## config.mk

```make
export PLATFORM = sky130hd
export DESIGN_NAME = issue_ptrs
export DESIGN_NICKNAME = d
export VERILOG_FILES = /design/src/hdl/issue_pkg.sv /design/src/hdl/issue_ptrs.sv
export SDC_FILE = /design/constraint.sdc
export NUM_CORES = 1
export LEC_CHECK = 0
export BUFFER_PORTS_ARGS = -buffer_cell sky130_fd_sc_hd__buf_2
export CAP_MARGIN = 10
export CORE_MARGIN = 2
export CORE_UTILIZATION = 49
export CTS_BUF_LIST = sky130_fd_sc_hd__clkbuf_8
export DETAILED_ROUTE_END_ITERATION = 6
export PLACE_DENSITY = 0.86
export SYNTH_ARGS = -nofsm -noshare
export SYNTH_HDL_FRONTEND = slang
export SYNTH_SLANG_ARGS = --single-unit
```

## constraint.sdc

```tcl
create_clock -name clk -period 4.4 [get_ports clk]
set_clock_uncertainty 0.1 [all_clocks]
set_input_delay 0.88 -clock clk [delete_from_list [all_inputs] [get_ports clk]]
set_output_delay 0.88 -clock clk [all_outputs]
set_load 0.02 [all_outputs]
```

## src/hdl/issue_pkg.sv

```systemverilog
package issue_pkg;

    // queue geometry
    localparam int queue_depth = 16;
    localparam int ptr_w       = 4;
    localparam int cnt_w       = 5;

    typedef logic [31:0] word_t;
    typedef logic [4:0]  reg_t;

    typedef enum logic [3:0] {
        alu,
        mult,
        multu,
        div,
        divu,
        mfhi,
        mflo,
        mthi,
        mtlo,
        mfc0,
        mtc0,
        branch,
        jump,
        load,
        store,
        other
    } op_e;

    typedef enum logic [1:0] {
        none,
        exception,
        eret
    } cp0_kind_e;

    // one decoded instruction as it leaves decode
    typedef struct packed {
        logic        valid;
        word_t       pc;
        word_t       raw_instr;
        op_e         op;
        logic [15:0] imm;
        reg_t        ra1;
        reg_t        ra2;
        reg_t        rdst;
        reg_t        cp0ra;
        logic        regwrite;
        logic        hiwrite;
        logic        lowrite;
        logic        cp0write;
        logic        hi_read;
        logic        lo_read;
        logic        cp0_read;
        cp0_kind_e   cp0_kind;
    } inst_t;

    // record handed to execute
    typedef struct packed {
        logic        valid;
        word_t       pc;
        word_t       raw_instr;
        op_e         op;
        logic [15:0] imm;
        reg_t        rdst;
        reg_t        cp0ra;
        cp0_kind_e   cp0_kind;
        logic        is_slot;
        word_t       rd1;
        word_t       rd2;
    } issued_t;

    // per-operand status from the forwarding unit
    typedef struct packed {
        logic  ready;
        logic  bypass;
        word_t data;
    } opnd_stat_t;

    // read addresses sent to the forwarding unit
    typedef struct packed {
        reg_t ra1;
        reg_t ra2;
        reg_t cp0ra;
        logic hi_read;
        logic lo_read;
        logic cp0_read;
    } rd_req_t;

endpackage

```

## src/hdl/issue_ptrs.sv

```systemverilog
`timescale 1ns/1ps

module issue_ptrs (
    input  logic                        clk,
    input  logic                        arst_n,
    input  logic                        flush,
    input  logic [1:0]                  in_cnt,
    input  logic [1:0]                  issue_cnt,
    output logic [issue_pkg::ptr_w-1:0] head,
    output logic [issue_pkg::ptr_w-1:0] tail,
    output logic [issue_pkg::cnt_w-1:0] count,
    output logic [1:0]                  push_cnt,
    output logic [1:0]                  skip_cnt,
    output logic                        full
);
    import issue_pkg::*;

    logic [1:0] pop_cnt;

    // queued entries are older, so they leave first
    always_comb begin
        if (cnt_w'(issue_cnt) < count) begin
            pop_cnt = issue_cnt;
        end else begin
            pop_cnt = count[1:0];
        end
    end

    // whatever issues beyond the queue came straight from decode
    assign skip_cnt = issue_cnt - pop_cnt;

    // fewer than two free slots
    assign full = count > cnt_w'(queue_depth - 2);

    always_comb begin
        if (full || flush) begin
            push_cnt = 2'd0;
        end else begin
            push_cnt = in_cnt - skip_cnt;
        end
    end

    always_ff @(posedge clk or negedge arst_n) begin
        if (!arst_n) begin
            head  <= '0;
            tail  <= '0;
            count <= '0;
        end else if (flush) begin
            head  <= '0;
            tail  <= '0;
            count <= '0;
        end else begin
            head  <= head + ptr_w'(pop_cnt);
            tail  <= tail + ptr_w'(push_cnt);
            count <= count + cnt_w'(push_cnt) - cnt_w'(pop_cnt);
        end
    end

endmodule

```

==> results.json <==
{
  "vdd_drop_max_mv": 0.509,
  "hold_buffers": 0,
  "r2r_end": "count[4]",
  "startpoint_type": "input pin",
  "path_cells": "buf_2 > ha_4 > or2_1 > o211a_4 > nand2_2 > o21ai_2 > ha_1 > inv_2 > ha_4 > xor2_1 > xnor2_1 > xnor2_1 > nor3_4 > fa_1 > fa_2 > a21o_1 > a21oi_2 > xnor2_1 > nor2_1",
  "min_period_over_period": 0.962,
  "hold_viol_final": 0,
  "power_density_nw_per_um2": 811,
  "cp_slowest_cell": "fa_1",
  "worst-path-stages": 19,
  "vias_per_cell": 4.89,
  "place_congestion": 0.695,
  "crit_path_end_kind": "flip-flop",
  "final-setup-viol-count": 0,
  "drv_cap": 0,
  "ios": 25,
  "status": "finished clean",
  "worst_pin_slew_ns": 0.350,
  "portBuffers": 24,
  "clockRootBuffer": "clkbuf_8",
  "antennaDiodeCount": 0,
  "drt_iter0_markers": 7,
  "synth_area_per_cell_sq_um": 10.4,
  "ys_ff_latch": 13,
  "grt_max_degree": 16,
  "cp.required_ns": 4.42,
  "final_util": 0.700,
  "num_vias": 733,
  "antenna_found_initial": 0,
  "core_area_sq_um": 1780,
  "die_area_sq_um": 2310,
  "overflow": 0,
  "die_h_um": 48.1,
  "cp_max_fo": 3,
  "start_util": 0.535,
  "worstSetupPathType": "in2reg",
  "critPathTopFamily": "adder cells",
  "grt_pass1_wl_um": 3100,
  "synth.yosys.seq_area_share": 0.341,
  "layout.nets": 152,
  "post_cts_buffers": 0,
  "r2r_start": "count[1]",
  "numCtsBuffers": 3,
  "synthesis.area_sq_um": 953,
  "max_stage_delay_ns": 0.49,
  "grt_pass1_vias": 740,
  "synth_nets": 118,
  "min_period_ns": 4.23,
  "drc": 0,
  "yosysWarnings": 0,
  "fmax_mhz": 236,
  "dp_hpwl_um": 1620,
  "antenna_left": 0,
  "tns_ns": 0,
  "relSlewSlack": 0.765,
  "drt-total-wl_um": 2000,
  "grt_setup_unrepaired": "false",
  "area_delta_synth_final_pct": 30.8,
  "hold_path_class": "in2async",
  "drv_slew": 0,
  "path_clk_slew_ns": 0.06,
  "reg2reg_depth": 19,
  "clkSinkCount": 13,
  "grt_use_total": 0.206,
  "cp_common_cell": "xnor2_1",
  "syn_inst": 92,
  "endpoint": "count[4]",
  "clkLatencyLatePin_ns": 0.24,
  "p_leak_uw": 0.000661,
  "rrSetupSlack_ns": 0.46,
  "total_power_uw": 1010,
  "drive_gt1_frac": 0.368,
  "crit_arrival_ns": 4.25,
  "crit_buf_inv": 2,
  "htreeDepth": 1,
  "rows": 15,
  "cts_max_path_buffers": 2,
  "yosysUniqueCellTypes": 23,
  "cp-startpoint": "issue_cnt[1]",
  "fp.dieW_um": 48.1,
  "drt_pre_antenna_iters": 4,
  "tritoncts": "built",
  "wl_per_cell_um": 13.3
}
-- cells in the mapped netlist --
library cell,count,share of area
o211a_2,1,0.010
a21oi_1,4,0.021
clkbuf_1,1,0.0039
xor2_1,4,0.037
mux2_4,1,0.016
nand3_1,1,0.0052
nand2b_1,1,0.0066
xnor2_1,8,0.073
or2_1,1,0.0066
ha_1,15,0.20
nor2_1,8,0.031
inv_2,1,0.0039
o2111ai_1,1,0.0092
a21o_1,2,0.016
or3_1,1,0.0066
nand2_1,1,0.0039
dfrtp_1,13,0.34
o21ai_1,1,0.0052
nor3_2,1,0.010
fa_1,4,0.084
o21ai_0,1,0.0052
inv_1,12,0.047
nor2b_1,9,0.059
-- report_power, final --
part / internal, uW / total, uW / switching (uW) / leakage, uW
clock network: 62.5 / 106 / 43.4 / 0.0000255
logic: 324 / 705 / 380 / 0.000463
registers: 164 / 201 / 37.0 / 0.000172
-- kinds of logic after synthesis --
logic type	count (synthesis)	synth area share
simple gates	23	0.130
fa+ha+maj	19	0.281
buf+inv	14	0.0551
flops	13	0.341
xor+xnor	12	0.110
compound gates	10	0.0669
mux	1	0.0157
-- final cells by class --
cell class                      count  area [sq um]
Timing Repair Buffer               30           165
Inverter                           13          48.8
Sequential cell                    13           325
Clock buffer                        3          41.3
Multi-Input combinational cell     65           631
Clock inverter                      1          5.00
Tap cell                           25          31.3
Fill cell                         144           536
-- worst min path at each step --
stage	from	to	slack, ns
2_1_floorplan	arst_n	count[0]	0.48
3_3_place_gp	tail[3]	tail[3]	0.42
3_5_place_dp	head[2]	head[2]	0.43
4_1_cts	arst_n	count[2]	0.42
5_1_grt	arst_n	count[4]	0.43
6_report	arst_n	count[2]	0.42
-- flip-flops by register name, indices dropped and copies added (netlist names) --
register / flops
head: 4
count: 5
tail: 4
-- repair_timing --
action                                 in CTS  in global routing
endpoints found under the hold margin       0                  0
resized for setup                           0                  0
setup endpoints to repair                   0                  3
-- routing by layer --
metal,routed length [um],share of wire,vias up,GRT usage
met5,0,0,-,0
met4,21,0.011,0,0.0757
met3,51,0.026,4,0.0481
met2,1070,0.54,12,0.395
met1,850,0.43,356,0.216
li1,-,-,361,-
-- stage by stage --
| step | setup slack, ns | instances | hold slack [ns] | instance area [sq um] |
|---|---|---|---|---|
| after floorplan | -0.138 | 92 | 0.484 | 1010 |
| after global placement | -0.0431 | 146 | 0.422 | 1200 |
| after detailed placement | -0.151 | 146 | 0.435 | 1200 |
| after CTS | 0.0915 | 150 | 0.419 | 1250 |
| after global routing | 0.0143 | 150 | 0.428 | 1250 |
| final | 0.168 | 150 | 0.420 | 1250 |
-- cells in the final DEF (no fill, tap or decap), drive strengths merged, types with 2 or more instances in the layout --
master	netlist	layout
a21oi	4	4
o21ai	2	2
xnor2	8	8
nor2	8	8
xor2	4	4
dfrtp	13	13
inv	13	13
nor2b	9	9
buf	0	30
fa	4	4
a21o	2	2
clkbuf	1	3
ha	15	15
Note: power is estimated with default switching activity, not from simulation.
