[src/hdl/issue_pkg.sv]
package issue_pkg;

    // queue geometry
    localparam int queue_depth = 16;
    localparam int ptr_w       = 4;
    localparam int cnt_w       = 5;

    typedef logic [31:0] word_t;
    typedef logic [4:0]  reg_t;

    typedef enum logic [3:0] {
        alu,
        mult,
        multu,
        div,
        divu,
        mfhi,
        mflo,
        mthi,
        mtlo,
        mfc0,
        mtc0,
        branch,
        jump,
        load,
        store,
        other
    } op_e;

    typedef enum logic [1:0] {
        none,
        exception,
        eret
    } cp0_kind_e;

    // one decoded instruction as it leaves decode
    typedef struct packed {
        logic        valid;
        word_t       pc;
        word_t       raw_instr;
        op_e         op;
        logic [15:0] imm;
        reg_t        ra1;
        reg_t        ra2;
        reg_t        rdst;
        reg_t        cp0ra;
        logic        regwrite;
        logic        hiwrite;
        logic        lowrite;
        logic        cp0write;
        logic        hi_read;
        logic        lo_read;
        logic        cp0_read;
        cp0_kind_e   cp0_kind;
    } inst_t;

    // record handed to execute
    typedef struct packed {
        logic        valid;
        word_t       pc;
        word_t       raw_instr;
        op_e         op;
        logic [15:0] imm;
        reg_t        rdst;
        reg_t        cp0ra;
        cp0_kind_e   cp0_kind;
        logic        is_slot;
        word_t       rd1;
        word_t       rd2;
    } issued_t;

    // per-operand status from the forwarding unit
    typedef struct packed {
        logic  ready;
        logic  bypass;
        word_t data;
    } opnd_stat_t;

    // read addresses sent to the forwarding unit
    typedef struct packed {
        reg_t ra1;
        reg_t ra2;
        reg_t cp0ra;
        logic hi_read;
        logic lo_read;
        logic cp0_read;
    } rd_req_t;

endpackage

[src/hdl/pair_check.sv]
`timescale 1ns/1ps

module pair_check (
    input  issue_pkg::inst_t [1:0]      cand,
    input  issue_pkg::opnd_stat_t [1:0] opnd1,
    input  issue_pkg::opnd_stat_t [1:0] opnd2,
    input  logic                        stall_issue,
    input  logic                        flush,
    output logic [1:0]                  issue_en,
    output logic                        slot,
    output logic [1:0]                  issue_cnt
);
    import issue_pkg::*;

    logic ready0;
    logic ready1;
    logic br0;
    logic raw_hz;
    logic conflict;
    logic pair_ok;
    logic go;

    function automatic logic is_muldiv(op_e op);
        return op == mult || op == multu || op == div || op == divu;
    endfunction

    function automatic logic is_branch(op_e op);
        return op == branch || op == jump;
    endfunction

    assign ready0 = cand[0].valid && opnd1[0].ready && opnd2[0].ready;
    assign ready1 = cand[1].valid && opnd1[1].ready && opnd2[1].ready;
    assign br0    = is_branch(cand[0].op);

    // a branch writing its link register does not block its own slot
    assign raw_hz = cand[0].regwrite && !br0
                 && (cand[0].rdst == cand[1].ra1 || cand[0].rdst == cand[1].ra2);

    always_comb begin
        conflict = raw_hz;
        conflict = conflict || (is_muldiv(cand[0].op) && is_muldiv(cand[1].op));
        conflict = conflict || (cand[0].cp0write && cand[1].cp0write);
        conflict = conflict || (cand[0].cp0write && cand[1].cp0_read);
        conflict = conflict || (cand[0].hiwrite && cand[1].hi_read);
        conflict = conflict || (cand[0].lowrite && cand[1].lo_read);
        // only one exception or eret per cycle
        conflict = conflict || (cand[0].cp0_kind != none && cand[1].cp0_kind != none);
        conflict = conflict || is_branch(cand[1].op);
    end

    assign go      = !stall_issue && !flush;
    assign pair_ok = ready0 && ready1 && !conflict;

    // branch or jump goes only together with its delay slot
    assign issue_en[0] = go && ready0 && (!br0 || pair_ok);
    assign issue_en[1] = go && pair_ok;

    assign slot      = br0 && issue_en[1];
    assign issue_cnt = {1'b0, issue_en[0]} + {1'b0, issue_en[1]};

endmodule

[config.mk]
export PLATFORM = sky130hd
export DESIGN_NAME = pair_check
export DESIGN_NICKNAME = d
export VERILOG_FILES = /design/src/hdl/issue_pkg.sv /design/src/hdl/pair_check.sv
export SDC_FILE = /design/constraint.sdc
export NUM_CORES = 1
export LEC_CHECK = 0
export BUFFER_PORTS_ARGS = -buffer_cell sky130_fd_sc_hd__clkbuf_2
export CAP_MARGIN = 20
export CORE_AREA = 5 5 142 144
export DETAILED_ROUTE_END_ITERATION = 16
export DIE_AREA = 0 0 147 149
export SLEW_MARGIN = 20
export SYNTH_ARGS = -nofsm -noshare
export SYNTH_HDL_FRONTEND = slang
export SYNTH_SLANG_ARGS = --single-unit
[constraint.sdc]
create_clock -name vclk -period 1.9
set_input_delay 0.285 -clock vclk [all_inputs]
set_output_delay 0.285 -clock vclk [all_outputs]
set_load 0.01 [all_outputs]
==> results.md, run 1 <==
* Kind of end point of the critical path: primary output
* Most frequent cells in the layout: 48 x clkbuf_2, 10 x xnor2_1, 4 x nor2_1, 3 x nand2_1, 3 x nand4_1
* Starting Density at 0.0168
* Synth warnings at 0
* Power per standard cell area at 128 nW/um2
* Avg WL per Cell at 6.53 um
* Post-DRT Antenna Nets at 0
* Mapped Area at 312 um2
* Required @ worst endpoint at 1620 ps
* Max_cap viols at 0
* DRT Wirelength at 2130 um
* PortBufs at 48
* Num rows at 50
* Via-per-instance ratio at 1.54
* Die width at 147 um
* Final min period at 1760 ps
* Worst Max-Slew Pin Slew at 443 ps
* Overall Power at 0.110 mW
* Final hold vios at 0
* Final routed DRC violation total at 0
* Post-synth cell types at 22
* Commonest non-fill, non-tap cell in the layout: clkbuf_2
* Crit path top cell by count: clkbuf_2
* Drt pass-1 iters at 4
* Min-delay src: stall_issue
* Vias at 503
* Nets@finish at 460
* Num sequential at 0
* Dpl hpwl at 2060 um
* Syn Inst Count at 43
* Syn nets at 409
* Area delta synth->final at 176%
* Startpoint type of the worst setup path: input port
* Register area share after synthesis at 0
* CP Cell Sequence: clkbuf_2, xnor2_1, nand4_1, o22ai_1, o211a_1, clkbuf_2
* TNS Setup at 0 ps
* Pin count of the biggest net entering global routing at 6
* First-pass GRT wire length at 2930 um
* Status: complete, no violations
* Filler cells at 2149
* Die Area at 21900 um2
* Max-slew violations at 0
* Share of post-route cells with drive strength above 1 at 0.587
* Number of clock buffers in the layout at 0
* Fmax at 569 MHz
* Worst Hold Class: input port to primary output
* Hold endpoint: issue_en[0]
* DR iter-0 viols at 1
* Pleak at 0.309 nW
* Endpoints failing setup at 0
* RSZ-0062 raised after global routing: false
* Top cell family by delay on the critical path: compound AO/OA/AOI/OAI gates
* WP data arrival at 1470 ps
* Hold Path Depth at 4
* Area of the core at 18600 um2
* Worst IR Drop VDD at 48.8 uV
* Setup CP Type: input port to primary output
* GRT Overall Usage at 0.0180
* CP Buf/Inv Count at 2
* Slowest-stage cell, CP: xnor2_1
* CP peak stage delay at 330 ps
* ANT cells at 0
* Vias in the first global route at 538
* Die H at 149 um
* I/O Pins at 371
* Routability congestion estimate from global placement at 0.631
* Crit-path max FO at 3
* GRT overflow at 0
* Initial antenna violation count at 0
* Avg Inst Size Synth at 7.25 um2
* Register area at 0 um2
* Slew margin rel. at 0.703
* Final period util at 0.925
==> synthesized netlist by cell type <==
library cell / number / area [um2]
a22oi_1: 1 / 7.51
o2111ai_1: 1 / 8.76
o21ai_0: 2 / 10.0
nand2_1: 3 / 11.3
o21ai_1: 1 / 5.00
nor3_1: 1 / 5.00
o22ai_1: 2 / 12.5
a21oi_1: 2 / 10.0
and3_1: 2 / 12.5
o211a_1: 1 / 10.0
or3_1: 1 / 6.26
o21a_1: 1 / 7.51
and4bb_1: 1 / 12.5
nand4_1: 3 / 18.8
and4b_4: 1 / 13.8
nor3b_1: 1 / 7.51
nor2_1: 4 / 15.0
o21ba_2: 1 / 10.0
and2_1: 1 / 6.26
nand3_1: 2 / 10.0
nor4b_4: 1 / 23.8
xnor2_1: 10 / 87.6
==> report_power, final <==
group / internal (mW) / leakage, nW / switching [mW] / total (mW)
clock: 0 / 0 / 0 / 0
combinational: 0.0608 / 0.309 / 0.0496 / 0.110
sequential: 0 / 0 / 0 / 0
total: 0.0608 / 0.309 / 0.0496 / 0.110
==> kinds of logic after synthesis <==
group	after synthesis	share of synthesized area
AND/OR/NAND/NOR	21	0.458
AO/OA/AOI/OAI	12	0.261
XOR/XNOR	10	0.281
==> metrics by stage <==
| step | setup slack, ps | instance area (um2) | util | std cells | hold WS (ps) |
|---|---|---|---|---|---|
| 2_1_floorplan | 484 | 312 | - | 43 | 729 |
| 3_3_place_gp | 128 | 852 | 0.0459 | 326 | 935 |
| 3_5_place_dp | 111 | 852 | 0.0459 | 326 | 941 |
| 4_1_cts | 112 | 852 | 0.0459 | 326 | 942 |
| 5_1_grt | 4.07 | 861 | 0.0463 | 326 | 965 |
| 6_report | 142 | 861 | 0.0463 | 326 | 933 |
==> worst min-delay path, delay by kind of cell <==
family / cells / cell delay, ps
simple gates: 1 / 50
buf+inv: 2 / 210
compound gates: 1 / 100
==> cell type report <==
class / count / area [um2] / share of cell area
multi-input cells: 43 / 320 / 0.372
well taps: 234 / 293 / 0.340
repair buffers: 49 / 248 / 0.288
==> layer usage <==
| metal | wire, um | global-route usage | up-vias | part of all wire |
|---|---|---|---|---|
| li1 | - | - | 265 | - |
| met1 | 1040 | 0.0261 | 204 | 0.49 |
| met2 | 914 | 0.0302 | 34 | 0.43 |
| met3 | 171 | 0.00243 | 0 | 0.080 |
| met4 | 0 | 0 | 0 | 0 |
| met5 | 0 | 0 | - | 0 |
==> how the worst max path moves through the flow <==
stage | start | cells after the start | slack (ps) | end
after detailed placement | cand[113] | 6 | 110 | issue_en[1]
after CTS | cand[113] | 6 | 110 | issue_en[1]
after global placement | cand[113] | 6 | 130 | issue_cnt[1]
after global routing | cand[161] | 6 | 4 | issue_cnt[1]
after floorplan | cand[159] | 4 | 480 | issue_cnt[1]
final | cand[18] | 6 | 140 | issue_cnt[0]
==> repair_timing <==
item	in CTS	in global routing
gates resized for setup	0	3
setup buffers	0	0
endpoints found under the hold margin	0	0
setup endpoints to repair	0	2
hold buffers	0	0
Power figures use the tool's default switching activity.
==> run 2: changes to the inputs <==
--- a/config.mk
+++ b/config.mk
@@ -5,11 +5,11 @@
 export SDC_FILE = /design/constraint.sdc
 export NUM_CORES = 1
 export LEC_CHECK = 0
-export BUFFER_PORTS_ARGS = -buffer_cell sky130_fd_sc_hd__clkbuf_2
 export CAP_MARGIN = 20
-export CORE_AREA = 5 5 142 144
+export CORE_AREA = 5 5 143 145
 export DETAILED_ROUTE_END_ITERATION = 16
-export DIE_AREA = 0 0 147 149
+export DIE_AREA = 0 0 148 150
+export DONT_BUFFER_PORTS = 1
 export SLEW_MARGIN = 20
 export SYNTH_ARGS = -nofsm -noshare
 export SYNTH_HDL_FRONTEND = slang
==> results.md, run 2 (same netlist as run 1, synthesis figures left out) <==
* Commonest non-fill, non-tap cell in the layout: xnor2_1
* Area delta synth->final at 95.6%
* Kind of end point of the critical path: primary output
* Via-per-instance ratio at 1.22 (-21%)
* RSZ-0062 raised after global routing: false
* Crit-path max FO at 3 (unchanged)
* Num sequential at 0 (unchanged)
* Setup CP Type: input port to primary output
* Vias in the first global route at 426 (-21%)
* Initial antenna violation count at 0 (unchanged)
* ANT cells at 0 (unchanged)
* CP Cell Sequence: o21ai_0, nor4b_4, nand4_1, a21oi_1
* Worst IR Drop VDD at 25.1 uV (-49%)
* Startpoint type of the worst setup path: input port
* PortBufs at 0 (-100%)
* Pin count of the biggest net entering global routing at 6 (unchanged)
* Avg WL per Cell at 7.37 um (+13%)
* Die width at 148 um (+0.68%)
* Endpoints failing setup at 0 (unchanged)
* Final routed DRC violation total at 0 (unchanged)
* Number of clock buffers in the layout at 0 (unchanged)
* CP Buf/Inv Count at 0 (-2)
* Area of the core at 19100 um2 (+2.7%)
* TNS Setup at 0 ps (unchanged)
* Post-Route Utilization at 0.0319 (-0.0144)
* Final hold vios at 0 (unchanged)
* WP data arrival at 1350 ps (-120 ps)
* Postcts setup bufs at 0 (unchanged)
* Share of post-route cells with drive strength above 1 at 0.0698 (-0.517)
* Filler cells at 2243 (+4.4%)
* Die Area at 22200 um2 (+1.4%)
* Num rows at 51 (+2.0%)
* Vias at 343 (-32%)
* Hold-fix buffers at CTS at 0 (unchanged)
* Starting Density at 0.0163 (-0.000439)
* DR iter-0 viols at 2 (+1)
* First-pass GRT wire length at 2710 um (-7.5%)
* Slowest-stage cell, CP: nor4b_4
* Pleak at 0.102 nW (-67%)
* Max-slew violations at 0 (unchanged)
* I/O Pins at 371 (unchanged)
* CP startpoint: cand[119]
* Final min period at 1630 ps (-126 ps)
* Final period util at 0.859 (-0.0661)
* Nets@finish at 411 (-11%)
* Number of cells on the critical path at 4 (-2)
* Status: complete, no violations
* Top cell family by delay on the critical path: simple AND/OR/NAND/NOR gates
* Final worst slack at 268 ps (+126 ps)
* Routability congestion estimate from global placement at 0.604 (-4.4%)
* Register area at 0 um2 (unchanged)
* Post-DRT Antenna Nets at 0 (unchanged)
* Most frequent cells in the layout: 10 x xnor2_1, 4 x nor2_1, 3 x nand2_1, 3 x nand4_1
* Worst Hold Class: input port to primary output
* DRT Wirelength at 2070 um (-2.8%)
* Max_cap viols at 0 (unchanged)
* CP peak stage delay at 350 ps (+20 ps)
* Fmax at 613 MHz (+7.7%)
* Crit path capture: issue_en[1]
* Slew margin rel. at 0.732 (+0.0290)
* Power per standard cell area at 82.1 nW/um2 (-36%)
* Dpl ws at 151 ps (+40.0 ps)
* Worst Max-Slew Pin Slew at 399 ps (-43.2 ps)
* Drt pass-1 iters at 2 (-2)
* GRT overflow at 0 (unchanged)
* # resized after CTS at 0 (unchanged)
* Die H at 150 um (+0.67%)
* Required @ worst endpoint at 1620 ps (about the same)
* GRT Overall Usage at 0.0173 (-0.000673)
## run 2: worst min path at each step
| stage | cells past startpoint | startpoint | slack (ps) | endpoint |
|---|---|---|---|---|
| 6_report | 2 | stall_issue | 740 | issue_en[0] |
| 2_1_floorplan | 2 | stall_issue | 730 | issue_en[0] |
| 3_5_place_dp | 2 | stall_issue | 750 | issue_en[0] |
| 5_1_grt | 2 | stall_issue | 760 | issue_en[0] |
| 4_1_cts | 2 | stall_issue | 750 | issue_en[0] |
| 3_3_place_gp | 2 | stall_issue | 750 | issue_en[0] |
## run 2: where the power goes
group	switching, mW	leakage (nW)	internal, mW
Sequential	0	0	0
Combinational	0.0215	0.102	0.0286
Clock	0	0	0
## run 2: area by class of cell
class                           instances  area [um2]  area share
Tap cell                              238         298       0.489
Multi-Input combinational cell         43         312       0.511
## run 2: metal layers
metal  vias up  global-route usage  wire length (um)  share of wire
met5         -                   0                 0              0
met1       144              0.0185               763           0.37
met4         0                   0                 0              0
met2        31              0.0313              1010           0.49
met3         0              0.0103               303           0.15
li1        168                   -                 -              -
## run 2: per-stage QoR
stage               power, mW  cell area, um2  std cells  hold slack [ps]
finish                 0.0501             609        281              743
global route           0.0575             609        281              758
CTS                    0.0535             609        281              750
detailed placement     0.0532             609        281              750
global placement       0.0518             609        281              747
floorplan              0.0406             312         43              729
==> run 3: changes to the inputs <==
--- a/config.mk
+++ b/config.mk
@@ -10,6 +10,7 @@
 export DETAILED_ROUTE_END_ITERATION = 16
 export DIE_AREA = 0 0 148 150
 export DONT_BUFFER_PORTS = 1
+export SETUP_SLACK_MARGIN = 0.4
 export SLEW_MARGIN = 20
 export SYNTH_ARGS = -nofsm -noshare
 export SYNTH_HDL_FRONTEND = slang
==> constraint.sdc (replaced) <==
create_clock -name vclk -period 2
set_input_delay 0.3 -clock vclk [all_inputs]
set_output_delay 0.3 -clock vclk [all_outputs]
set_load 0.01 [all_outputs]
==> results.md, run 3 (same netlist as run 1, synthesis figures left out) <==
* Dpl ws at 221 ps (+70.0 ps)
* Initial antenna violation count at 0 (unchanged)
* Nets@finish at 412 (+0.24%)
* Hold-fix buffers at CTS at 0 (unchanged)
* Final min period at 1670 ps
* Num rows at 51 (unchanged)
* ANT cells at 0 (unchanged)
* Commonest non-fill, non-tap cell in the layout: xnor2_1
* Worst Max-Slew Pin Slew at 521 ps (+122 ps)
* Vias in the first global route at 434 (+1.9%)
* Required @ worst endpoint at 1700 ps (+80 ps)
* Final routed DRC violation total at 0 (unchanged)
* Overall Power at 0.0527 mW (+5.3%)
* Hold endpoint: issue_en[0]
* Max_cap viols at 0 (unchanged)
* Die Area at 22200 um2 (unchanged)
* Hold Path Depth at 2 (unchanged)
* Net Sw Power at 0.0227 mW (+5.9%)
* Die H at 150 um (unchanged)
* Switching part of the total at 0.431 (+0.00237)
* Register area at 0 um2 (unchanged)
* Final hold vios at 0 (unchanged)
* Routability congestion estimate from global placement at 0.604 (unchanged)
* Final period util at 0.835
* Pin count of the biggest net entering global routing at 6 (unchanged)
* Via-per-instance ratio at 1.23 (+0.81%)
* Clock power frac at 0 (unchanged)
* Final worst slack at 330 ps (+62.5 ps)
* Pleak at 0.114 nW (+12%)
* Die width at 148 um (unchanged)
* Area of the core at 19100 um2 (unchanged)
* Number of clock buffers in the layout at 0 (unchanged)
* WP data arrival at 1370 ps (+20 ps)
* Max-slew violations at 0 (unchanged)
* Post-Route Utilization at 0.0338 (+0.00190)
* Area delta synth->final at 107%
* Worst Hold Class: input port to primary output
* I/O Pins at 371 (unchanged)
* Fin Hold WS at 774 ps (+30.4 ps)
* Filler cells at 2239 (-0.18%)
* Status: complete, no violations
* Slew margin rel. at 0.650 (-0.0818)
* Power per standard cell area at 81.6 nW/um2 (-0.64%)
* Avg WL per Cell at 7.46 um (+1.2%)
* DR iter-0 viols at 1 (-1)
* Num sequential at 0 (unchanged)
* Setup CP Type: input port to primary output
* Post-DRT Antenna Nets at 0 (unchanged)
* First-pass GRT wire length at 2770 um (+2.3%)
* Starting Density at 0.0163 (unchanged)
* GRT overflow at 0 (unchanged)
* PortBufs at 0 (unchanged)
* Crit-path max FO at 3 (unchanged)
* Startpoint type of the worst setup path: input port
* Comb power frac at 1.000 (about the same)
* Vias at 347 (+1.2%)
* DRT Wirelength at 2100 um (+1.5%)
* TNS Setup at 0 ps (unchanged)
* RSZ-0062 raised after global routing: true
* Kind of end point of the critical path: primary output
* Most frequent cells in the layout: 9 x xnor2_1, 3 x nand2_1, 3 x nor2_1, 3 x nand4_1
* Min-delay src: stall_issue
* Worst IR Drop VDD at 27.5 uV (+9.7%)
* Fmax at 599 MHz
* Drt pass-1 iters at 2 (unchanged)
* Power Internal at 0.0300 mW (+4.8%)
* Part of the power in registers at 0 (unchanged)
* Endpoints failing setup at 0 (unchanged)
* GRT Overall Usage at 0.0177 (+0.000381)
* Share of post-route cells with drive strength above 1 at 0.227 (+0.158)
## run 3: power groups by stage
| stage | Clock, mW | Sequential (mW) | Combinational (mW) |
|---|---|---|---|
| finish | 0 | 0 | 0.0527 |
| global route | 0 | 0 | 0.0594 |
| CTS | 0 | 0 | 0.0555 |
| detailed placement | 0 | 0 | 0.0505 |
| global placement | 0 | 0 | 0.0493 |
| floorplan | 0 | 0 | 0.0386 |
## run 3: worst max-delay path by stage
stage,from,slack [ps],to
floorplan,cand[159],550,issue_cnt[1]
global placement,cand[119],230,issue_en[1]
detailed placement,cand[119],220,issue_en[1]
CTS,cand[159],320,issue_en[1]
global route,cand[162],240,issue_en[1]
finish,cand[162],330,issue_en[1]
## run 3: final cells by class
class / count / area, um2 / area share
multi-input cells: 43 / 340 / 0.527
repair buffers: 1 / 7.51 / 0.0116
well taps: 238 / 298 / 0.461
## run 3: critical path, cell delays in order
cell     delay, ps
and4b_4        190
nor4b_4        370
nand4_1        260
a21oi_2        250
## run 3: through the flow
| stage | instances | cell area (um2) |
|---|---|---|
| finish | 282 | 646 |
| floorplan | 43 | 312 |
| global route | 282 | 646 |
| global placement | 281 | 609 |
| detailed placement | 281 | 609 |
| CTS | 282 | 646 |
## run 3: timing repair
action,4_1_cts,5_1_grt
resized for setup,7,0
setup endpoints to repair,5,4
pin swaps,4,2
buffers inserted,1,0
gates cloned,0,0
## run 3: metal layers
| metal | track usage | wire, um |
|---|---|---|
| met1 | 0.0195 | 778 |
| met2 | 0.0315 | 1020 |
| met4 | 0 | 0 |
| met3 | 0.0103 | 304 |
| met5 | 0 | 0 |
