===== config.mk =====
export PLATFORM = sky130hd
export DESIGN_NAME = operand_sel
export DESIGN_NICKNAME = d
export VERILOG_FILES = /design/src/hdl/issue_pkg.sv /design/src/hdl/operand_sel.sv
export SDC_FILE = /design/constraint.sdc
export NUM_CORES = 1
export LEC_CHECK = 0
export BUFFER_PORTS_ARGS = -buffer_cell sky130_fd_sc_hd__buf_2
export CAP_MARGIN = 20
export CORE_AREA = 10 10 327 329
export DETAILED_ROUTE_END_ITERATION = 6
export DIE_AREA = 0 0 337 339
export GPL_TIMING_DRIVEN = 1
export PLACE_DENSITY = 0.3
export SYNTH_ARGS = -nofsm -noshare
export SYNTH_HDL_FRONTEND = slang
export SYNTH_SLANG_ARGS = --single-unit

===== constraint.sdc =====
create_clock -name vclk -period 0.9
set_clock_uncertainty 0.1 [all_clocks]
set_input_delay 0.135 -clock vclk [all_inputs]
set_output_delay 0.135 -clock vclk [all_outputs]
set_load 0.005 [all_outputs]

===== src/hdl/issue_pkg.sv =====
package issue_pkg;

    // queue geometry
    localparam int queue_depth = 16;
    localparam int ptr_w       = 4;
    localparam int cnt_w       = 5;

    typedef logic [31:0] word_t;
    typedef logic [4:0]  reg_t;

    typedef enum logic [3:0] {
        alu,
        mult,
        multu,
        div,
        divu,
        mfhi,
        mflo,
        mthi,
        mtlo,
        mfc0,
        mtc0,
        branch,
        jump,
        load,
        store,
        other
    } op_e;

    typedef enum logic [1:0] {
        none,
        exception,
        eret
    } cp0_kind_e;

    // one decoded instruction as it leaves decode
    typedef struct packed {
        logic        valid;
        word_t       pc;
        word_t       raw_instr;
        op_e         op;
        logic [15:0] imm;
        reg_t        ra1;
        reg_t        ra2;
        reg_t        rdst;
        reg_t        cp0ra;
        logic        regwrite;
        logic        hiwrite;
        logic        lowrite;
        logic        cp0write;
        logic        hi_read;
        logic        lo_read;
        logic        cp0_read;
        cp0_kind_e   cp0_kind;
    } inst_t;

    // record handed to execute
    typedef struct packed {
        logic        valid;
        word_t       pc;
        word_t       raw_instr;
        op_e         op;
        logic [15:0] imm;
        reg_t        rdst;
        reg_t        cp0ra;
        cp0_kind_e   cp0_kind;
        logic        is_slot;
        word_t       rd1;
        word_t       rd2;
    } issued_t;

    // per-operand status from the forwarding unit
    typedef struct packed {
        logic  ready;
        logic  bypass;
        word_t data;
    } opnd_stat_t;

    // read addresses sent to the forwarding unit
    typedef struct packed {
        reg_t ra1;
        reg_t ra2;
        reg_t cp0ra;
        logic hi_read;
        logic lo_read;
        logic cp0_read;
    } rd_req_t;

endpackage


===== src/hdl/operand_sel.sv =====
`timescale 1ns/1ps

module operand_sel (
    input  issue_pkg::inst_t [1:0]      cand,
    input  logic [1:0]                  issue_en,
    input  logic                        slot,
    input  issue_pkg::word_t [1:0]      rf_rd1,
    input  issue_pkg::word_t [1:0]      rf_rd2,
    input  issue_pkg::opnd_stat_t [1:0] opnd1,
    input  issue_pkg::opnd_stat_t [1:0] opnd2,
    output issue_pkg::issued_t [1:0]    iss,
    output issue_pkg::rd_req_t [1:0]    rd_req
);
    import issue_pkg::*;

    always_comb begin
        for (int i = 0; i < 2; i++) begin
            iss[i] = '0;
            if (issue_en[i]) begin
                iss[i].valid     = 1'b1;
                iss[i].pc        = cand[i].pc;
                iss[i].raw_instr = cand[i].raw_instr;
                iss[i].op        = cand[i].op;
                iss[i].imm       = cand[i].imm;
                iss[i].rdst      = cand[i].rdst;
                iss[i].cp0ra     = cand[i].cp0ra;
                iss[i].cp0_kind  = cand[i].cp0_kind;
                // only the younger lane can be a delay slot
                iss[i].is_slot   = (i == 1) && slot;
                iss[i].rd1       = opnd1[i].bypass ? opnd1[i].data : rf_rd1[i];
                iss[i].rd2       = opnd2[i].bypass ? opnd2[i].data : rf_rd2[i];
            end
        end
    end

    // forwarding lookups follow the candidates, issued or not
    always_comb begin
        for (int i = 0; i < 2; i++) begin
            rd_req[i].ra1      = cand[i].ra1;
            rd_req[i].ra2      = cand[i].ra2;
            rd_req[i].cp0ra    = cand[i].cp0ra;
            rd_req[i].hi_read  = cand[i].hi_read;
            rd_req[i].lo_read  = cand[i].lo_read;
            rd_req[i].cp0_read = cand[i].cp0_read;
        end
    end

endmodule


==> results of run 1 <==
-- cell usage in the layout, fill, tap and decap left out, types with 3 or more instances in the layout --
cell     instances
mux2i_1         47
and2_4         192
nor2b_1         74
buf_8           20
diode_2         17
nor2b_2         10
buf_6          247
buf_4           28
and2b_1          3
buf_2          547
mux2i_4         64
nor2b_4         41
buf_12          54
mux2i_2         17
buf_16          33
-- kinds of logic after synthesis --
group | share of synthesized area (%)
buffers and inverters | 17.2
multiplexers | 32.2
other | 0.0942
AND/OR/NAND/NOR | 50.5
-- routing by layer --
metal | up-vias | GRT usage (%)
met4 | 46 | 0.706
met2 | 544 | 24.0
met5 | - | 0
met1 | 3559 | 11.9
met3 | 96 | 6.17
li1 | 3395 | -
-- final timing paths --
kind                    endpoint  startpoint  depth (start not counted)  slack [ns]
worst min-delay path  rd_req[13]    cand[24]                          0        0.17
worst max-delay path    iss[165]   opnd2[66]                          6       -0.34
-- cell type report --
type	count	area (um^2)
fill	11300	85200
timing repair buffer	929	8020
multi-input combinational	450	4970
tap	1298	1620
antenna	17	42.5
-- repair_timing --
item                                    in CTS  in global routing
hold buffers                                 0                  0
resized for setup                          718                184
gates cloned                                46                  0
pin swaps                                    0                  4
endpoints found under the setup margin     318                322
setup buffers                               43                 14
-- power by group through the flow --
stage          registers (mW)  logic (mW)  clock network (mW)
2_1_floorplan               0        1.56                   0
3_3_place_gp                0        4.83                   0
3_5_place_dp                0        4.80                   0
4_1_cts                     0        7.67                   0
5_1_grt                     0        8.17         0.000000751
6_report                    0        7.66          0.00000178
-- stage by stage --
stage	cell area [um^2]	setup TNS (ns)	setup slack (ns)	total power, mW	hold slack, ns
2_1_floorplan	3980	0	0.00417	1.56	0.251
3_3_place_gp	9830	-93.43	-0.579	4.83	0.170
3_5_place_dp	9830	-93.23	-0.586	4.80	0.170
4_1_cts	14300	-77.49	-0.371	7.67	0.170
5_1_grt	14600	-69.78	-0.396	8.17	0.170
6_report	14700	-61.25	-0.344	7.66	0.170
-- worst max-delay path, cell delays in order --
cell and delay [ns]:
buf_12 0.11, buf_6 0.17, mux2i_4 0.26, buf_4 0.14
nor2b_1 0.04, buf_4 0.16
==> results by group, run 1 <==
Routing
  – DRC: 0
  – Drt pass-1 iters: 4
  – Total routed wirelength: 75.1 mm
  – Routed wire per std cell: 27.9 um
  – DRT iter0 DRCs: 202
  – ANT nets after route: 0
  – Met2 wire length: 40.0 mm
  – Number of vias per cell: 2.84
  – Met1 wire length: 24.4 mm
  – DR top layer: met5
  – Met3 wire len: 9.27 mm
  – DR vias: 7640

Logic synthesis
  – Most common cell in the netlist: and2_1
  – Cell taking the most area after synthesis: mux2i_1
  – Post-synth top cells: 193 x and2_1, 128 x mux2i_1, 125 x nor2b_1
  – Synthesis Warnings: 0
  – Synth top area share: 32.2%
  – Synth top area cells: mux2i_1 32%, and2_1 30%, nor2b_1 20%, buf_4 8.3%, buf_6 6.2%
  – Synthesized area: 3980 um^2
  – Mean Syn Cell Area: 7.39 um^2
  – Gate Count Post-Synth: 539
  – Syn nets: 1034
  – Seq/Total Area, Yosys: 0%
  – Synth cell types: 10

Finish
  – Seq Cell Count: 0
  – Finished Layout Cells: 2694
  – Final nets: 1876
  – Clock buffer cells: 0
  – Synth-to-layout area growth: 268%
  – Share of layout cells above drive strength 1: 90.9%
  – Reg area: 0 um^2
  – Core Util, Final: 14.7%

Min path
  – Worst hold path class: in2out

Die
  – Die height: 339 um
  – Core ar.: 99900 um^2
  – Die W: 337 um
  – Top-Level Pins: 855
  – Initial core utilization: 3.99%
  – Die Footprint: 114000 um^2
  – Rows: 116

Timing
  – Endpoints failing hold: 0
  – Max Freq: 804 MHz
  – Setup Viol. Count Final: 317
  – Tcrit/Tclk final: 138%
  – Worst setup margin: -0.344 ns
  – Period minus WS final: 1.24 ns
  – RSZ-0062 raised after global routing: true
  – Max Slew Vio Count: 0

Setup path
  – Worst EP arrival: 1.01 ns
  – Crit end category: primary output
  – Setup CP Type: in2out
  – CP required: 0.66 ns
  – Critical path fanouts, max: 5
  – Crit start category: primary input

Power
  – Switching part of the total: 41.3%
  – Seq pwr share: 0%
  – Peak supply drop: 0.000170 V
  – Switching Power: 3.17 mW
  – Cell Int Power: 4.49 mW
  – Gate power share: 100.0%
  – Leak: 7.01 nW
  – Clock power frac: 0%
  – Power Density: 522 nW/um^2

Place
  – Placed cell count: 2630
  – Post-DP HPWL: 62.4 mm
  – PortBufs: 788
  – RePlAce Congestion: 0.858

Global route
  – Tot GR Track Use: 12.3%
  – Largest net degree at the start of global routing: 9
  – Total congestion overflow: 0
  – Vias in the first global route: 8595
  – Initial antenna violation count: 72
  – First-pass GRT wire length: 92.7 mm

Flow run
  – Maximum Capacitance Violations: 0

Status
  – Failing checks: negative setup slack
  – Status: finished with violations
(Power assumes the default switching activity.)
==> run 2, diff against run 1 <==
==> config.mk (replaced) <==
export PLATFORM = sky130hd
export DESIGN_NAME = operand_sel
export DESIGN_NICKNAME = d
export VERILOG_FILES = /design/src/hdl/issue_pkg.sv /design/src/hdl/operand_sel.sv
export SDC_FILE = /design/constraint.sdc
export NUM_CORES = 1
export LEC_CHECK = 0
export CAP_MARGIN = 20
export CORE_AREA = 10 10 328 330
export DETAILED_ROUTE_END_ITERATION = 6
export DIE_AREA = 0 0 338 340
export DONT_BUFFER_PORTS = 1
export GPL_TIMING_DRIVEN = 1
export PLACE_DENSITY = 0.3
export SLEW_MARGIN = 10
export SYNTH_ARGS = -nofsm -noshare
export SYNTH_HDL_FRONTEND = slang
export SYNTH_SLANG_ARGS = --single-unit
==> results by group, run 2 (synthesis gave the netlist of run 1 again) <==
Die
  – Rows: 117 (+0.86%)
  – Die W: 338 um (+0.30%)
  – Die Footprint: 115000 um^2 (+0.59%)
  – Top-Level Pins: 855 (unchanged)
  – Core ar.: 101000 um^2 (+1.3%)
  – Initial core utilization: 3.94% (-0.051 points)
  – Die height: 340 um (+0.29%)

Routing
  – DR vias: 4109 (-46%)
  – ANT nets after route: 0 (unchanged)
  – DRC: 0 (unchanged)
  – Drt pass-1 iters: 4 (unchanged)
  – Routed wire per std cell: 24.4 um (-13%)
  – Total routed wirelength: 46.3 mm (-38%)
  – DRT iter0 DRCs: 182 (-9.9%)
  – Number of vias per cell: 2.16 (-24%)

Setup path
  – CP cell instances: mux2i_4, buf_6, and2b_2, buf_12
  – Family with the most delay on the worst path: buffers and inverters
  – Worst path slowest cell: and2b_2
  – Bufs and invs on worst path: 2 (-2)
  – CP required: 0.66 ns (about the same)
  – Crit start category: primary input
  – Worst EP arrival: 0.86 ns (-0.15 ns)
  – Critical path fanouts, max: 32 (+27)
  – Critical Path Max Stage Delay: 0.24 ns (-0.02 ns)
  – Setup CP Type: in2out
  – CP startpoint: opnd2[32]
  – Worst setup path end: iss[0]
  – Crit end category: primary output
  – Critical path depth: 4 (-2)

Place
  – PortBufs: 0 (-100%)
  – Area after DPL: 5600 um^2 (-43%)
  – RePlAce Congestion: 0.785 (-8.6%)
  – Placed cell count: 1888 (-28%)

Timing
  – Max Freq: 917 MHz (+14%)
  – Worst setup margin: -0.190 ns (+0.154 ns)
  – Endpoints failing hold: 0 (unchanged)
  – Setup TNS: -1.47 ns (+59.78 ns)
  – Setup Viol. Count Final: 36 (-89%)
  – Hold Worst Slack: 0.170 ns (unchanged)
  – Period minus WS final: 1.09 ns (-0.154 ns)
  – Max Slew Vio Count: 0 (unchanged)
  – RSZ-0062 raised after global routing: true
  – Tcrit/Tclk final: 121% (-17 points)

Power
  – Cell Int Power: 1.02 mW (-77%)
  – Seq pwr share: 0% (unchanged)
  – Gate power share: 100.0% (about the same)
  – Peak supply drop: 0.0000685 V (-60%)
  – Switching Power: 1.10 mW (-65%)
  – Clock power frac: 0% (unchanged)
  – Leak: 1.94 nW (-72%)
  – Switching part of the total: 51.9% (+11 points)
  – Power Density: 363 nW/um^2 (-30%)

Finish
  – Leading cell type in the layout, fill and taps excluded: and2_1
  – Final-layout fill cell count: 12000 (+5.6%)
  – Clock buffer cells: 0 (unchanged)
  – Synth-to-layout area growth: 46.5%
  – Share of layout cells above drive strength 1: 18.4% (-72 points)
  – Seq Cell Count: 0 (unchanged)
  – Final nets: 1014 (-46%)
  – Design area: 5830 um^2 (-60%)
  – Finished Layout Cells: 1898 (-30%)
  – Area of the multi-input gates: 3500 um^2 (-30%)
  – Reg area: 0 um^2 (unchanged)
  – Core Util, Final: 5.77% (-8.9 points)
  – Most frequent cells in the layout: 193 x and2_1, 116 x nor2b_1, 111 x mux2i_1

Global route
  – First-pass GRT wire length: 53.8 mm (-42%)
  – Total congestion overflow: 0 (unchanged)
  – Vias in the first global route: 4575 (-47%)
  – Tot GR Track Use: 7.11% (-5.2 points)
  – Largest net degree at the start of global routing: 163 (+154)
  – Initial antenna violation count: 53 (-26%)

Status
  – Status: finished with violations
  – Failing checks: negative setup slack

Min path
  – Worst hold path class: in2out
  – Hold path startpoint: cand[24]

Flow run
  – Maximum Capacitance Violations: 0 (unchanged)
==> run 2: cell types whose count changed in the layout (fill, tap and decap cells not counted), sizes merged <==
cell,change
buf,-862
diode,-4
==> run 2: per-stage QoR <==
| step | worst slack (ns) | power [mW] |
|---|---|---|
| finish | -0.190 | 2.12 |
| global placement | -0.343 | 2.19 |
| CTS | -0.235 | 2.25 |
| detailed placement | -0.334 | 2.19 |
| global route | -0.229 | 2.37 |
| floorplan | 0.00417 | 1.56 |
==> run 2: layer usage <==
layer  GRT usage [%]  routed length, um  vias up
met3            6.88              10200      108
met4            2.72               1730       46
met5               0                287        -
li1                -                  -     1646
met1            4.81              10900     1803
met2            12.9              23100      506
==> run 2: worst min path at each step <==
stage	slack [ns]	end	cells past startpoint
floorplan	0.25	iss[161]	1
global placement	0.17	rd_req[0]	0
detailed placement	0.17	rd_req[0]	0
CTS	0.17	rd_req[0]	0
global route	0.17	rd_req[20]	0
finish	0.17	rd_req[13]	0
==> run 2: power groups by stage <==
stage	clock network (mW)	registers [mW]	logic (mW)
2_1_floorplan	0	0	1.56
3_3_place_gp	0	0	2.19
3_5_place_dp	0	0	2.19
4_1_cts	0	0	2.25
5_1_grt	0.000000900	0	2.37
6_report	0.00000197	0	2.12
==> run 2: final cells by class <==
class,instances,area share [%]
multi-input combinational,450,60.1
tap,1368,29.3
timing repair buffer,67,10.0
antenna,13,0.558
==> run 2: what timing repair did <==
action,4_1_cts,5_1_grt
gates resized for setup,29,20
hold buffers,0,0
endpoints found under the setup margin,10,20
setup buffers,0,0
==> run 3, diff against run 2 <==
--- a/config.mk
+++ b/config.mk
@@ -6,9 +6,9 @@
 export NUM_CORES = 1
 export LEC_CHECK = 0
 export CAP_MARGIN = 20
-export CORE_AREA = 10 10 328 330
+export CORE_AREA = 2 2 329 331
 export DETAILED_ROUTE_END_ITERATION = 6
-export DIE_AREA = 0 0 338 340
+export DIE_AREA = 0 0 331 333
 export DONT_BUFFER_PORTS = 1
 export GPL_TIMING_DRIVEN = 1
 export PLACE_DENSITY = 0.3
==> constraint.sdc (replaced) <==
create_clock -name vclk -period 1.06
set_clock_uncertainty 0.1 [all_clocks]
set_input_delay 0.159 -clock vclk [all_inputs]
set_output_delay 0.159 -clock vclk [all_outputs]
set_load 0.005 [all_outputs]
==> results by group, run 3 (synthesis gave the netlist of run 1 again) <==
Status
  – Status: complete, no violations

Flow run
  – Maximum Capacitance Violations: 0 (unchanged)

Finish
  – Reg area: 0 um^2 (unchanged)
  – Share of layout cells above drive strength 1: 5.47% (-13 points)
  – Synth-to-layout area growth: 33.1%
  – Final-layout fill cell count: 12600 (+5.7%)
  – Design area: 5300 um^2 (-9.1%)
  – Seq Cell Count: 0 (unchanged)
  – Area of the multi-input gates: 3300 um^2 (-5.8%)
  – Final nets: 972 (-4.1%)
  – Most frequent cells in the layout: 193 x and2_1, 127 x mux2i_1, 125 x nor2b_1
  – Clock buffer cells: 0 (unchanged)
  – Leading cell type in the layout, fill and taps excluded: and2_1

Die
  – Core ar.: 107000 um^2 (+5.4%)
  – Die Footprint: 110000 um^2 (-4.1%)
  – Initial core utilization: 3.73% (-0.20 points)
  – Top-Level Pins: 855 (unchanged)
  – Die W: 331 um (-2.1%)
  – Die height: 333 um (-2.1%)
  – Rows: 120 (+2.6%)

Min path
  – Worst hold path class: in2out
  – Hold depth: 0 (unchanged)

Timing
  – Endpoints failing hold: 0 (unchanged)
  – Setup Viol. Count Final: 0 (-100%)
  – RSZ-0062 raised after global routing: false
  – Worst setup margin: 0.108 ns (+0.299 ns)
  – Max Slew Vio Count: 0 (unchanged)
  – Period minus WS final: 0.952 ns
  – Tcrit/Tclk final: 89.8%
  – Max Freq: 1050 MHz
  – Setup TNS: 0 ns (+1.47 ns)

Setup path
  – Crit start category: primary input
  – CP cell instances: mux2i_2, nor2b_1, buf_4
  – Setup CP Type: in2out
  – CP startpoint: opnd2[32]
  – Bufs and invs on worst path: 1 (-1)
  – Critical Path Max Stage Delay: 0.26 ns (+0.02 ns)
  – Critical path fanouts, max: 32 (unchanged)
  – Critical path depth: 3 (-1)
  – Crit end category: primary output
  – CP required: 0.80 ns (+0.14 ns)
  – Worst setup path end: iss[9]
  – Worst EP arrival: 0.69 ns (-0.17 ns)
  – Worst path slowest cell: mux2i_2
  – Family with the most delay on the worst path: multiplexers

Routing
  – DR vias: 3951 (-3.8%)
  – Routed wire per std cell: 23.6 um (-3.1%)
  – DRT iter0 DRCs: 182 (unchanged)
  – Number of vias per cell: 2.08 (-3.9%)
  – Drt pass-1 iters: 4 (unchanged)
  – Total routed wirelength: 44.9 mm (-3.0%)
  – ANT nets after route: 0 (unchanged)
  – DRC: 0 (unchanged)

Global route
  – Total congestion overflow: 0 (unchanged)
  – Vias in the first global route: 3491 (-24%)
  – Initial antenna violation count: 74 (+40%)
  – First-pass GRT wire length: 49.4 mm (-8.1%)
  – Tot GR Track Use: 7.30% (+0.19 points)
  – Largest net degree at the start of global routing: 163 (unchanged)

Power
  – Total power: 1.31 mW (-38%)
  – Peak supply drop: 0.0000726 V (+6.0%)
  – Power Density: 247 nW/um^2 (-32%)
  – Leak: 1.69 nW (-13%)

Place
  – Area after DPL: 5240 um^2 (-6.4%)
  – PortBufs: 0 (unchanged)
  – Post-DP HPWL: 41.7 mm
  – Dpl ws: 0.0239 ns (+0.358 ns)
  – RePlAce Congestion: 0.959 (+22%)

Clock network
  – Post-CTS Hold Buffers: 0 (unchanged)
-- run 3: worst min path at each step --
| stage | startpoint | end | slack, ns |
|---|---|---|---|
| 2_1_floorplan | issue_en[0] | iss[161] | 0.30 |
| 3_3_place_gp | cand[21] | rd_req[10] | 0.22 |
| 3_5_place_dp | cand[21] | rd_req[10] | 0.22 |
| 4_1_cts | cand[21] | rd_req[10] | 0.22 |
| 5_1_grt | cand[23] | rd_req[12] | 0.22 |
| 6_report | cand[21] | rd_req[10] | 0.22 |
-- run 3: per-stage QoR --
stage | utilization (%) | std cells | hold WS [ns]
after floorplan | - | 539 | 0.299
after global placement | 4.92 | 1878 | 0.218
after detailed placement | 4.92 | 1878 | 0.218
after CTS | 4.92 | 1878 | 0.218
after global routing | 4.94 | 1887 | 0.218
final | 4.97 | 1900 | 0.218
-- run 3: per-layer routing --
layer	global-route usage, %	up-vias	wire [um]
met1	7.41	1686	15400
met2	12.0	573	19900
met5	0	-	196
met3	5.64	102	8250
li1	-	1562	-
met4	1.06	28	1100
-- run 3: cell type report --
type / instances / share of cell area (%)
multi-input combinational: 450 / 62.3
tap: 1403 / 33.1
timing repair buffer: 25 / 3.54
antenna: 22 / 1.04
-- run 3: repair_timing --
action,in CTS,in global routing
buffers inserted,0,0
setup endpoints to repair,0,1
gates resized for setup,0,1
-- run 3: power by group --
group          internal (mW)  leakage (nW)  total (mW)  switching [mW]
clock             0.00000280      0.000139  0.00000280               0
combinational          0.637          1.69        1.31           0.673
sequential                 0             0           0               0
